===== config.mk =====
export PLATFORM = sky130hd
export DESIGN_NAME = bitmanip_check_top
export DESIGN_NICKNAME = d
export VERILOG_FILES = /design/src/source/spec_pkg.sv /design/src/source/rvfi_pkg.sv /design/src/source/spec_if.sv /design/src/source/bitmanip_check_top.sv /design/src/source/retire_comparator.sv /design/src/source/spec_arbiter.sv /design/src/source/insn_minmax_checker.sv /design/src/source/insn_logic_checker.sv /design/src/source/insn_count_checker.sv
export VERILOG_INCLUDE_DIRS = /design/src /design/src/include
export SDC_FILE = /design/constraint.sdc
export NUM_CORES = 1
export LEC_CHECK = 0
export BUFFER_PORTS_ARGS = -buffer_cell sky130_fd_sc_hd__buf_2
export CORE_MARGIN = 4
export CORE_UTILIZATION = 35
export DETAILED_ROUTE_END_ITERATION = 6
export PLACE_DENSITY = 0.55
export SLEW_MARGIN = 5
export SYNTH_ARGS = -nofsm -noshare
export SYNTH_HDL_FRONTEND = slang
export SYNTH_HIERARCHICAL = 1
export SYNTH_SLANG_ARGS = --single-unit

===== constraint.sdc =====
create_clock -name clock -period 21.8 [get_ports clock]
set_clock_uncertainty 0.2 [all_clocks]
set_input_delay 1.09 -clock clock [delete_from_list [all_inputs] [get_ports clock]]
set_output_delay 1.09 -clock clock [all_outputs]
set_load 0.1 [all_outputs]

===== src/include/checker_params.svh =====
`ifndef CHECKER_PARAMS_SVH
`define CHECKER_PARAMS_SVH

// datapath and instruction widths, RV32 only
`define XLEN 32
`define ILEN 32

// architectural register index
`define REG_AW 5

// width of the checked and failed counters
`define CNT_W 16

// major opcodes used by the decoders
`define OPC_OP_IMM 7'b0010011
`define OPC_OP     7'b0110011

`endif

===== src/source/spec_pkg.sv =====
`include "checker_params.svh"

package spec_pkg;

    // architecturally expected outcome of one retirement
    typedef struct packed {
        logic                valid;
        logic [`REG_AW-1:0]  rs1_addr;
        logic [`REG_AW-1:0]  rs2_addr;
        logic [`REG_AW-1:0]  rd_addr;
        logic [`XLEN-1:0]    rd_wdata;
        logic [`XLEN-1:0]    pc_wdata;
    } spec_t;

    // first mismatch found, in priority order
    typedef enum logic [1:0] {
        FAIL_NONE = 2'd0,
        FAIL_REG  = 2'd1,   // rs1, rs2 or rd index
        FAIL_RD   = 2'd2,   // rd write data
        FAIL_PC   = 2'd3    // next pc
    } fail_kind_e;

endpackage


===== src/source/rvfi_pkg.sv =====
`include "checker_params.svh"

package rvfi_pkg;

    // register-register layout
    typedef struct packed {
        logic [`ILEN-26:0]   funct7;
        logic [`REG_AW-1:0]  rs2;
        logic [`REG_AW-1:0]  rs1;
        logic [2:0]          funct3;
        logic [`REG_AW-1:0]  rd;
        logic [6:0]          opcode;
    } insn_r_t;

    // immediate layout, unary bitmanip ops live in funct12
    typedef struct packed {
        logic [`ILEN-21:0]   funct12;
        logic [`REG_AW-1:0]  rs1;
        logic [2:0]          funct3;
        logic [`REG_AW-1:0]  rd;
        logic [6:0]          opcode;
    } insn_i_t;

    typedef union packed {
        insn_r_t r;
        insn_i_t i;
    } insn_word_u;

    // one retired instruction from the trace
    typedef struct packed {
        logic                valid;
        insn_word_u          insn;
        logic [`XLEN-1:0]    pc_rdata;
        logic [`XLEN-1:0]    pc_wdata;
        logic [`REG_AW-1:0]  rs1_addr;
        logic [`REG_AW-1:0]  rs2_addr;
        logic [`XLEN-1:0]    rs1_rdata;
        logic [`XLEN-1:0]    rs2_rdata;
        logic [`REG_AW-1:0]  rd_addr;
        logic [`XLEN-1:0]    rd_wdata;
    } retire_t;

endpackage


===== src/source/spec_if.sv =====
`include "checker_params.svh"

// spec result of a single checker
interface spec_if;

    logic                valid;
    logic [`REG_AW-1:0]  rs1_addr;
    logic [`REG_AW-1:0]  rs2_addr;
    logic [`REG_AW-1:0]  rd_addr;
    logic [`XLEN-1:0]    rd_wdata;
    logic [`XLEN-1:0]    pc_wdata;

    modport chk (
        output valid,
        output rs1_addr,
        output rs2_addr,
        output rd_addr,
        output rd_wdata,
        output pc_wdata
    );

    modport arb (
        input valid,
        input rs1_addr,
        input rs2_addr,
        input rd_addr,
        input rd_wdata,
        input pc_wdata
    );

endinterface


===== src/source/bitmanip_check_top.sv =====
`include "checker_params.svh"

module bitmanip_check_top (
    input  logic                  clock,
    input  logic                  reset,
    input  logic                  rvfi_valid,
    input  logic [`ILEN-1:0]      rvfi_insn,
    input  logic [`XLEN-1:0]      rvfi_pc_rdata,
    input  logic [`XLEN-1:0]      rvfi_pc_wdata,
    input  logic [`REG_AW-1:0]    rvfi_rs1_addr,
    input  logic [`REG_AW-1:0]    rvfi_rs2_addr,
    input  logic [`XLEN-1:0]      rvfi_rs1_rdata,
    input  logic [`XLEN-1:0]      rvfi_rs2_rdata,
    input  logic [`REG_AW-1:0]    rvfi_rd_addr,
    input  logic [`XLEN-1:0]      rvfi_rd_wdata,
    output logic                  check_valid,
    output logic                  check_fail,
    output spec_pkg::fail_kind_e  fail_kind,
    output logic [`CNT_W-1:0]     checked_count,
    output logic [`CNT_W-1:0]     fail_count
);
    import rvfi_pkg::*;
    import spec_pkg::*;

    retire_t  retire;
    spec_t    grant_spec;

    spec_if count_if ();
    spec_if logic_if ();
    spec_if minmax_if ();

    assign retire = '{valid: rvfi_valid, insn: rvfi_insn,
                      pc_rdata: rvfi_pc_rdata, pc_wdata: rvfi_pc_wdata,
                      rs1_addr: rvfi_rs1_addr, rs2_addr: rvfi_rs2_addr,
                      rs1_rdata: rvfi_rs1_rdata, rs2_rdata: rvfi_rs2_rdata,
                      rd_addr: rvfi_rd_addr, rd_wdata: rvfi_rd_wdata};

    insn_count_checker  i_count  (.retire(retire), .spec(count_if.chk));
    insn_logic_checker  i_logic  (.retire(retire), .spec(logic_if.chk));
    insn_minmax_checker i_minmax (.retire(retire), .spec(minmax_if.chk));

    spec_arbiter i_arbiter (
        .clock      (clock),
        .reset      (reset),
        .count      (count_if.arb),
        .logic_op   (logic_if.arb),
        .minmax     (minmax_if.arb),
        .grant_spec (grant_spec)
    );

    retire_comparator i_comparator (
        .clock         (clock),
        .reset         (reset),
        .retire        (retire),
        .spec          (grant_spec),
        .check_valid   (check_valid),
        .check_fail    (check_fail),
        .fail_kind     (fail_kind),
        .checked_count (checked_count),
        .fail_count    (fail_count)
    );

endmodule


===== src/source/retire_comparator.sv =====
`include "checker_params.svh"

module retire_comparator (
    input  logic                  clock,
    input  logic                  reset,
    input  rvfi_pkg::retire_t     retire,
    input  spec_pkg::spec_t       spec,
    output logic                  check_valid,
    output logic                  check_fail,
    output spec_pkg::fail_kind_e  fail_kind,
    output logic [`CNT_W-1:0]     checked_count,
    output logic [`CNT_W-1:0]     fail_count
);
    import spec_pkg::*;

    logic        reg_bad;
    logic        rd_bad;
    logic        pc_bad;
    fail_kind_e  kind;

    assign reg_bad = retire.rs1_addr != spec.rs1_addr ||
                     retire.rs2_addr != spec.rs2_addr ||
                     retire.rd_addr  != spec.rd_addr;
    assign rd_bad  = retire.rd_wdata != spec.rd_wdata;
    assign pc_bad  = retire.pc_wdata != spec.pc_wdata;

    // first mismatch wins
    always_comb begin
        if (!spec.valid)
            kind = FAIL_NONE;
        else if (reg_bad)
            kind = FAIL_REG;
        else if (rd_bad)
            kind = FAIL_RD;
        else if (pc_bad)
            kind = FAIL_PC;
        else
            kind = FAIL_NONE;
    end

    always_ff @(posedge clock) begin
        if (reset) begin
            check_valid   <= 1'b0;
            check_fail    <= 1'b0;
            fail_kind     <= FAIL_NONE;
            checked_count <= '0;
            fail_count    <= '0;
        end else begin
            check_valid <= spec.valid;
            check_fail  <= kind != FAIL_NONE;
            fail_kind   <= kind;
            if (spec.valid && checked_count != '1)
                checked_count <= checked_count + 1'b1;   // saturates
            if (kind != FAIL_NONE && fail_count != '1)
                fail_count <= fail_count + 1'b1;
        end
    end

    a_quiet_after_reset: assert property (@(posedge clock) reset |=> !check_valid)
        else $error("check_valid raised straight out of reset");

    a_fail_needs_valid: assert property (
        @(posedge clock) disable iff (reset) check_fail |-> check_valid
    ) else $error("check_fail without check_valid");

endmodule


===== src/source/spec_arbiter.sv =====
module spec_arbiter (
    input  logic             clock,
    input  logic             reset,
    spec_if.arb              count,
    spec_if.arb              logic_op,
    spec_if.arb              minmax,
    output spec_pkg::spec_t  grant_spec
);
    import spec_pkg::*;

    spec_t from_count;
    spec_t from_logic;
    spec_t from_minmax;

    assign from_count  = '{valid: count.valid, rs1_addr: count.rs1_addr,
                           rs2_addr: count.rs2_addr, rd_addr: count.rd_addr,
                           rd_wdata: count.rd_wdata, pc_wdata: count.pc_wdata};
    assign from_logic  = '{valid: logic_op.valid, rs1_addr: logic_op.rs1_addr,
                           rs2_addr: logic_op.rs2_addr, rd_addr: logic_op.rd_addr,
                           rd_wdata: logic_op.rd_wdata, pc_wdata: logic_op.pc_wdata};
    assign from_minmax = '{valid: minmax.valid, rs1_addr: minmax.rs1_addr,
                           rs2_addr: minmax.rs2_addr, rd_addr: minmax.rd_addr,
                           rd_wdata: minmax.rd_wdata, pc_wdata: minmax.pc_wdata};

    // fixed priority, idle bus is all zero
    always_comb begin
        if (from_count.valid)
            grant_spec = from_count;
        else if (from_logic.valid)
            grant_spec = from_logic;
        else if (from_minmax.valid)
            grant_spec = from_minmax;
        else
            grant_spec = '0;
    end

    // decoders are disjoint, so never two claims on the same retirement
    a_single_decoder: assert property (
        @(posedge clock) disable iff (reset)
        $onehot0({count.valid, logic_op.valid, minmax.valid})
    ) else $error("more than one checker decoded the same instruction");

endmodule


===== src/source/insn_minmax_checker.sv =====
`include "checker_params.svh"

module insn_minmax_checker (
    input  rvfi_pkg::retire_t  retire,
    spec_if.chk                spec
);
    import rvfi_pkg::*;

    insn_word_u        insn;
    logic              mm_op;
    logic              lt_signed;
    logic              lt_unsigned;
    logic              pick_rs1;
    logic [`XLEN-1:0]  result;

    assign insn = retire.insn;

    // funct7 0000101 holds the whole min/max group
    assign mm_op = retire.valid && insn.r.opcode == `OPC_OP &&
                   insn.r.funct7 == 7'b0000101 && insn.r.funct3[2];

    assign lt_signed   = $signed(retire.rs1_rdata) < $signed(retire.rs2_rdata);
    assign lt_unsigned = retire.rs1_rdata < retire.rs2_rdata;

    // funct3 100 min, 101 minu, 110 max, 111 maxu
    always_comb begin
        case (insn.r.funct3[1:0])
            2'b00:   pick_rs1 = lt_signed;
            2'b01:   pick_rs1 = lt_unsigned;
            2'b10:   pick_rs1 = !lt_signed;
            default: pick_rs1 = !lt_unsigned;
        endcase
    end

    assign result = pick_rs1 ? retire.rs1_rdata : retire.rs2_rdata;

    assign spec.valid    = mm_op;
    assign spec.rs1_addr = insn.r.rs1;
    assign spec.rs2_addr = insn.r.rs2;
    assign spec.rd_addr  = insn.r.rd;
    assign spec.rd_wdata = (insn.r.rd != '0) ? result : '0;
    assign spec.pc_wdata = retire.pc_rdata + (`XLEN)'(4);

endmodule


===== src/source/insn_logic_checker.sv =====
`include "checker_params.svh"

module insn_logic_checker (
    input  rvfi_pkg::retire_t  retire,
    spec_if.chk                spec
);
    import rvfi_pkg::*;

    insn_word_u        insn;
    logic              neg_op;      // OP with funct7 0100000
    logic              dec_andn;
    logic              dec_orn;
    logic              dec_xnor;
    logic [`XLEN-1:0]  result;

    assign insn = retire.insn;

    assign neg_op   = retire.valid && insn.r.opcode == `OPC_OP &&
                      insn.r.funct7 == 7'b0100000;
    assign dec_andn = neg_op && insn.r.funct3 == 3'b111;
    assign dec_orn  = neg_op && insn.r.funct3 == 3'b110;
    assign dec_xnor = neg_op && insn.r.funct3 == 3'b100;

    always_comb begin
        if (dec_andn)
            result = retire.rs1_rdata & ~retire.rs2_rdata;
        else if (dec_orn)
            result = retire.rs1_rdata | ~retire.rs2_rdata;
        else
            result = ~(retire.rs1_rdata ^ retire.rs2_rdata);   // xnor
    end

    assign spec.valid    = dec_andn || dec_orn || dec_xnor;
    assign spec.rs1_addr = insn.r.rs1;
    assign spec.rs2_addr = insn.r.rs2;
    assign spec.rd_addr  = insn.r.rd;
    assign spec.rd_wdata = (insn.r.rd != '0) ? result : '0;   // x0 reads as zero
    assign spec.pc_wdata = retire.pc_rdata + (`XLEN)'(4);

endmodule


===== src/source/insn_count_checker.sv =====
`include "checker_params.svh"

module insn_count_checker (
    input  rvfi_pkg::retire_t  retire,
    spec_if.chk                spec
);
    import rvfi_pkg::*;

    insn_word_u        insn;
    logic              unary_op;    // OP-IMM, funct3 001
    logic              dec_clz;
    logic              dec_ctz;
    logic              dec_cpop;
    logic              lead_done;
    logic              trail_done;
    logic [`XLEN-1:0]  lead;
    logic [`XLEN-1:0]  trail;
    logic [`XLEN-1:0]  ones;
    logic [`XLEN-1:0]  result;

    assign insn = retire.insn;

    assign unary_op = retire.valid && insn.i.opcode == `OPC_OP_IMM && insn.i.funct3 == 3'b001;
    assign dec_clz  = unary_op && insn.i.funct12 == 12'h600;
    assign dec_ctz  = unary_op && insn.i.funct12 == 12'h601;
    assign dec_cpop = unary_op && insn.i.funct12 == 12'h602;

    // all three counts at once, zero operand gives XLEN for clz/ctz
    always_comb begin
        lead       = '0;
        trail      = '0;
        ones       = '0;
        lead_done  = 1'b0;
        trail_done = 1'b0;
        for (int k = `XLEN - 1; k >= 0; k--) begin
            if (retire.rs1_rdata[k])
                lead_done = 1'b1;
            else if (!lead_done)
                lead = lead + 1'b1;
        end
        for (int k = 0; k < `XLEN; k++) begin
            if (retire.rs1_rdata[k])
                trail_done = 1'b1;
            else if (!trail_done)
                trail = trail + 1'b1;
            ones = ones + retire.rs1_rdata[k];
        end
    end

    assign result = dec_clz ? lead :
                    dec_ctz ? trail : ones;

    assign spec.valid    = dec_clz || dec_ctz || dec_cpop;
    assign spec.rs1_addr = insn.i.rs1;
    assign spec.rs2_addr = '0;          // no second source
    assign spec.rd_addr  = insn.i.rd;
    assign spec.rd_wdata = (insn.i.rd != '0) ? result : '0;
    assign spec.pc_wdata = retire.pc_rdata + (`XLEN)'(4);

endmodule


Word-level counts from Yosys, hierarchy flattened. Cells that the tools add are included.

Order comparisons: 2. Add/subtract/negate cells: 96. Reductions and logical operators: 25. Multiplexer cells: 204. Equality and inequality tests: 20. Bitwise operators: 5.

Operators with widths (count): 32-bit two-way mux (132); 32-bit by 1-bit adder with 32-bit output, second input constant (60); 32-bit by 1-bit adder with 32-bit output (30); 80-bit two-way mux (3); 32-bit < comparator (2); 1-bit two-way mux (64); 32-bit != test (2); 32-bit NOT (2); 12-bit by 11-bit == test with 1-bit output, second input constant (3); 16-bit by 1-bit adder with 16-bit output, second input constant (2); 32-bit by 3-bit adder with 32-bit output, second input constant (1); 32-bit AND (1); 16-bit != test, second input constant (2); 32-bit bitwise OR (1); 32-bit XOR (1); 5-bit != test (3); 7-bit by 6-bit == test with 1-bit output, second input constant (2); 1-bit logical AND (14); 3-bit == test, second input constant (3); 2-bit two-way mux (4); 7-bit by 3-bit == test with 1-bit output, second input constant (1); 7-bit by 5-bit == test with 1-bit output, second input constant (1); 1-bit logical OR (6); 5-bit nonzero test (1); other kinds (9) (11).

Logic and storage cells: 357. Register bits after elaboration: 36. Output and inout port bits: 36.

Logic depth before layout (Yosys ltp).
Depth after elaboration: 105. Mapped depth: 121.

Modules after synthesis. The synthesis kept the hierarchy.

By module, submodules not included: insn_count_checker (area an instance 13833.3 µm², instances 1, cells each 1997, seq. area each 0.0 µm²); insn_logic_checker (area an instance 2768.9 µm², instances 1, cells each 418, seq. area each 0.0 µm²); retire_comparator (area an instance 2561.2 µm², instances 1, cells each 303, seq. area each 720.7 µm²); spec_arbiter (area an instance 2219.6 µm², instances 1, cells each 360, seq. area each 0.0 µm²); insn_minmax_checker (area an instance 1811.7 µm², instances 1, cells each 250, seq. area each 0.0 µm²).

Worst setup path before layout. Ideal clock, no wire load.

Path kind: input-to-reg. Start point: input rvfi_rs1_rdata[0]. End point: register i_comparator.fail_count[15]. Setup time: 0.121 ns. Slack: -0.482 ns. Buffers on the path: 3. Required time: 21.479 ns. Cell stages on the path: 120. Arrival time: 21.962 ns. Cell sequence: buf_2 > inv_1 > ha_1 > buf_4 > nand2b_1 > xnor2_1 > o21ai_0 > ha_1 > inv_1 > o21ai_0 > and2_1 > ha_1 > mux2i_1 > o21ai_0 > nand2_1 > inv_1 > ha_1 > nor2b_1 > [... 84 more ...] > or4_1 > o211ai_1 > xor2_1 > nor3b_1 > o211ai_1 > xnor2_1 > mux2i_1 > nor4_2 > nor2b_1 > a21oi_1 > xor2_1 > nor4_1 > nand4_1 > nor4_1 > buf_2 > a21oi_1 > nand2_1 > mux2_2.

RTL lines: start: declaration (RTL line bitmanip_check_top.sv:12) `` input logic [`XLEN-1:0] rvfi_rs1_rdata, ``; end signal: assignment (RTL line retire_comparator.sv:55) `fail_count <= fail_count + 1'b1;`; end: declaration (RTL line retire_comparator.sv:12) `` output logic [`CNT_W-1:0] fail_count ``.

==> flow_summary.yaml <==
logic_synthesis:
  synth_sequential_area_ratio_pct: 3.11
  synth.yosys.warnings: 6
  synth_async_sr_flop_share_pct: 0
  synthesis.area_per_instance_sq_um: 6.97
  postSynth.topFlopCell: "dfxtp_1"
  syn_inst: 3328
  netlist_area_sq_mm: 0.0232
  post_synth_main_area_contributors: "xnor2_1 (9.5%), ha_1 (9.0%), xor2_1 (6.2%)"
  netlist-cell-type-count: 121
  synth-edff-count: 0
  synth.top_cell.area_share_pct: 9.48
  yosysTopAreaCell: "xnor2_1"
  ys_seq_elements: 36
die:
  die-area_sq_mm: 0.0705
  design.portCount: 246
  die_width_microns: 265
  placementRows: 94
  die_h_microns: 265
  start_util_pct: 35.3
  coreArea_sq_mm: 0.0657
power:
  ir_worst_vdd_mv: 0.0542
  power.switching_w: 0.000330
  power_density_mw_per_mm2: 25.3
  power_w: 0.000665
  power.static_leakage_nw: 10.3
  power_frac_comb_pct: 79.2
  switching_share_pct: 49.7
  p_int_w: 0.000334
  power_frac_clock_pct: 10.9
  share_seq_of_total_power_pct: 9.9
sta:
  final_hold_viol_count: 0
  achievable-frequency_mhz: 48.4
  timing.final.crit_period_ns: 20.67
  setup_viol: 0
  fin_crit_sh_pct: 94.8
  worst-slew-pin-transition_ns: 1.05
  worst_slew_margin_rel_pct: 29.4
  finalMaxSlewViolations: 0
final_layout:
  final_area_sq_mm: 0.0263
  mostFrequentLayoutCells: "a21oi_1 (275), nand2_1 (275), buf_2 (244), xnor2_1 (242), nor2_1 (225)"
  layout.core_utilization_pct: 40.0
  net_count_of_the_finished_layout: 3930
  fillers: 6968
  area_grow_syn2layout_pct: 13.3
  post_route_cells_drive_above_1_share_pct: 18.6
critical_path:
  slowest_stage: "o311a_1"
  required_ns: 21.77
  cp-start-kind: "primary input"
  crit_top_cell: "ha_1"
  cpPeakStageDelay_ns: 0.38
  worst_ep_arrival_ns: 20.64
  path_max_fanout: 4
  timing.setup.critical_path_class: "primary input to register"
  cp-end-kind: "register"
grt:
  grt_usage_pct: 21.7
  antenna_found_initial: 11
  first_global_vias: 22794
  grt_pass1_wl_microns: 127000
  largest_net_degree_at_the_start_of_global_routing: 96
  grt_remaining_overflow: 0
cts:
  worstSkewPairLatency_ns: 0.28
  hold_bufs_at_cts: 0
  clockRootBuffer: "clkbuf_16"
  deepest_level_of_the_cts_h_tree: 2
  clock_pin_slew_of_the_registers_on_the_worst_case_setup_and_hold_paths_ns: 0.06
  cts_sinks: 36
  cts_tree: "done"
  cts_buffer_count: 5
  cts.path.max_buffers: 2
min_path:
  min-delay-path-class: "register to register"
drt:
  drt_drc_violations_left: 0
  initial_detailed_routing_violation_count: 1796
  drt_pass1_iterations: 5
  avgRoutedWirePerCell_microns: 18.5
  ant_nets: 0
  route.vias.total: 24709
  route.final.wire_length_microns: 81400
  vias_per_cell: 5.61
place:
  portBuffers: 245
  dp_hpwl_microns: 64200
  place_congestion: 0.929
  dpl-instance-area_sq_mm: 0.0253
job:
  timing.max_cap.violations: 0
outcome:
  status: "finished, final reports clean"
-- worst max-delay path, delay by kind of cell --
family | cells | cell delay (ns)
buffers and inverters | 11 | 0.99
AOI/OAI and AO/OA | 30 | 4.45
adders and majority gates | 28 | 7.62
muxes | 11 | 1.64
xor gates and xnor gates | 5 | 0.75
and+or+nand+nor | 33 | 4.08
-- power by group through the flow --
stage | combinational (W) | clock (W) | sequential, W
finish | 0.000526 | 0.0000727 | 0.0000658
global route | 0.000592 | 0.0000774 | 0.0000658
CTS | 0.000500 | 0.0000751 | 0.0000658
detailed placement | 0.000495 | 0 | 0.0000672
global placement | 0.000497 | 0 | 0.0000672
floorplan | 0.000347 | 0 | 0.0000672
-- cells by family (layout without fill, tap and decap cells) --
kind of cell / Yosys count / count (layout) / synth area share (%)
compound gates: 719 / 719 / 20.1
fa+ha+maj: 192 / 192 / 11.1
other cells: 1 / 34 / 0.0162
flops: 36 / 36 / 3.11
xor+xnor: 456 / 456 / 19.5
mux: 75 / 75 / 3.38
buf+inv: 418 / 595 / 9.15
simple gates: 1431 / 1431 / 33.7
-- final cells by class --
type,instances,area (sq um),area share [%]
clock buffer,6,139,0.528
multi-input combinational,2900,21200,80.8
inverter,190,713,2.71
timing repair buffer,397,2380,9.04
clock inverter,2,10.0,0.0381
antenna,7,17.5,0.0666
tap,864,1080,4.11
sequential,36,721,2.74
-- metal layers --
layer	share of wire [%]	GRT usage, %	vias to the layer above
met3	5.1	2.20	75
met2	46	35.4	669
met4	1.7	3.90	4
li1	-	-	12254
met5	0.033	0	-
met1	47	31.3	11707
-- synthesized netlist by cell type, drive strengths merged, types with 20 or more instances --
library cell and number:
a31oi 31, nand3 163, or4 20, nand4 74, a211oi 30, nand2 289
nor2b 125, a21oi 290, nor3b 20, xnor3 22, nand2b 30, clkbuf 69
inv 187, xnor2 261, o21ai 148, nor2 235, or3 32, nand3b 92
dfxtp 36, fa 24, nor3 100, xor2 171, and2 29, and4 28
a22o 37, mux2i 57, ha 166, and3 62, buf 159, nor4 64
-- sequential cells by signal, summed over array words and instances (netlist names) --
name,flops
i_comparator/check_valid,1
i_comparator/fail_kind,2
i_comparator/checked_count,16
i_comparator/fail_count,16
i_comparator/check_fail,1
-- path summary, 6_finish.rpt --
path,end,depth (start not counted),startpoint,slack (ns)
worst max-delay path,i_comparator/fail_count[5]$_SDFFE_PP0P_,118,rvfi_rs1_rdata[30],1.13
worst min-delay path,i_comparator/checked_count[1]$_SDFFE_PP0P_,2,i_comparator/checked_count[1]$_SDFFE_PP0P_,0.30
worst max register to register,i_comparator/fail_count[5]$_SDFFE_PP0P_,6,i_comparator/fail_count[3]$_SDFFE_PP0P_,19.18
worst min register to register,i_comparator/checked_count[1]$_SDFFE_PP0P_,2,i_comparator/checked_count[1]$_SDFFE_PP0P_,0.30
-- through the flow --
step                      setup slack (ns)  setup TNS, ns  std cells  hold WS [ns]
final                                 1.13              0       4402         0.302
after global routing                -0.214          -2.20       4399         0.343
after CTS                           0.0264              0       4374         0.302
after detailed placement            -0.496          -6.77       4364         0.291
after global placement              -0.169          -1.40       4364         0.289
after floorplan                     0.0130              0       3354         0.702
-- what timing repair did --
| action | in CTS | in global routing |
|---|---|---|
| setup buffers | 2 | 21 |
| setup endpoints to repair | 15 | 19 |
| resized for setup | 10 | 137 |
| endpoints found under the hold margin | 0 | 0 |
| pin swaps | 4 | 114 |
Power figures use the tool's default switching activity.
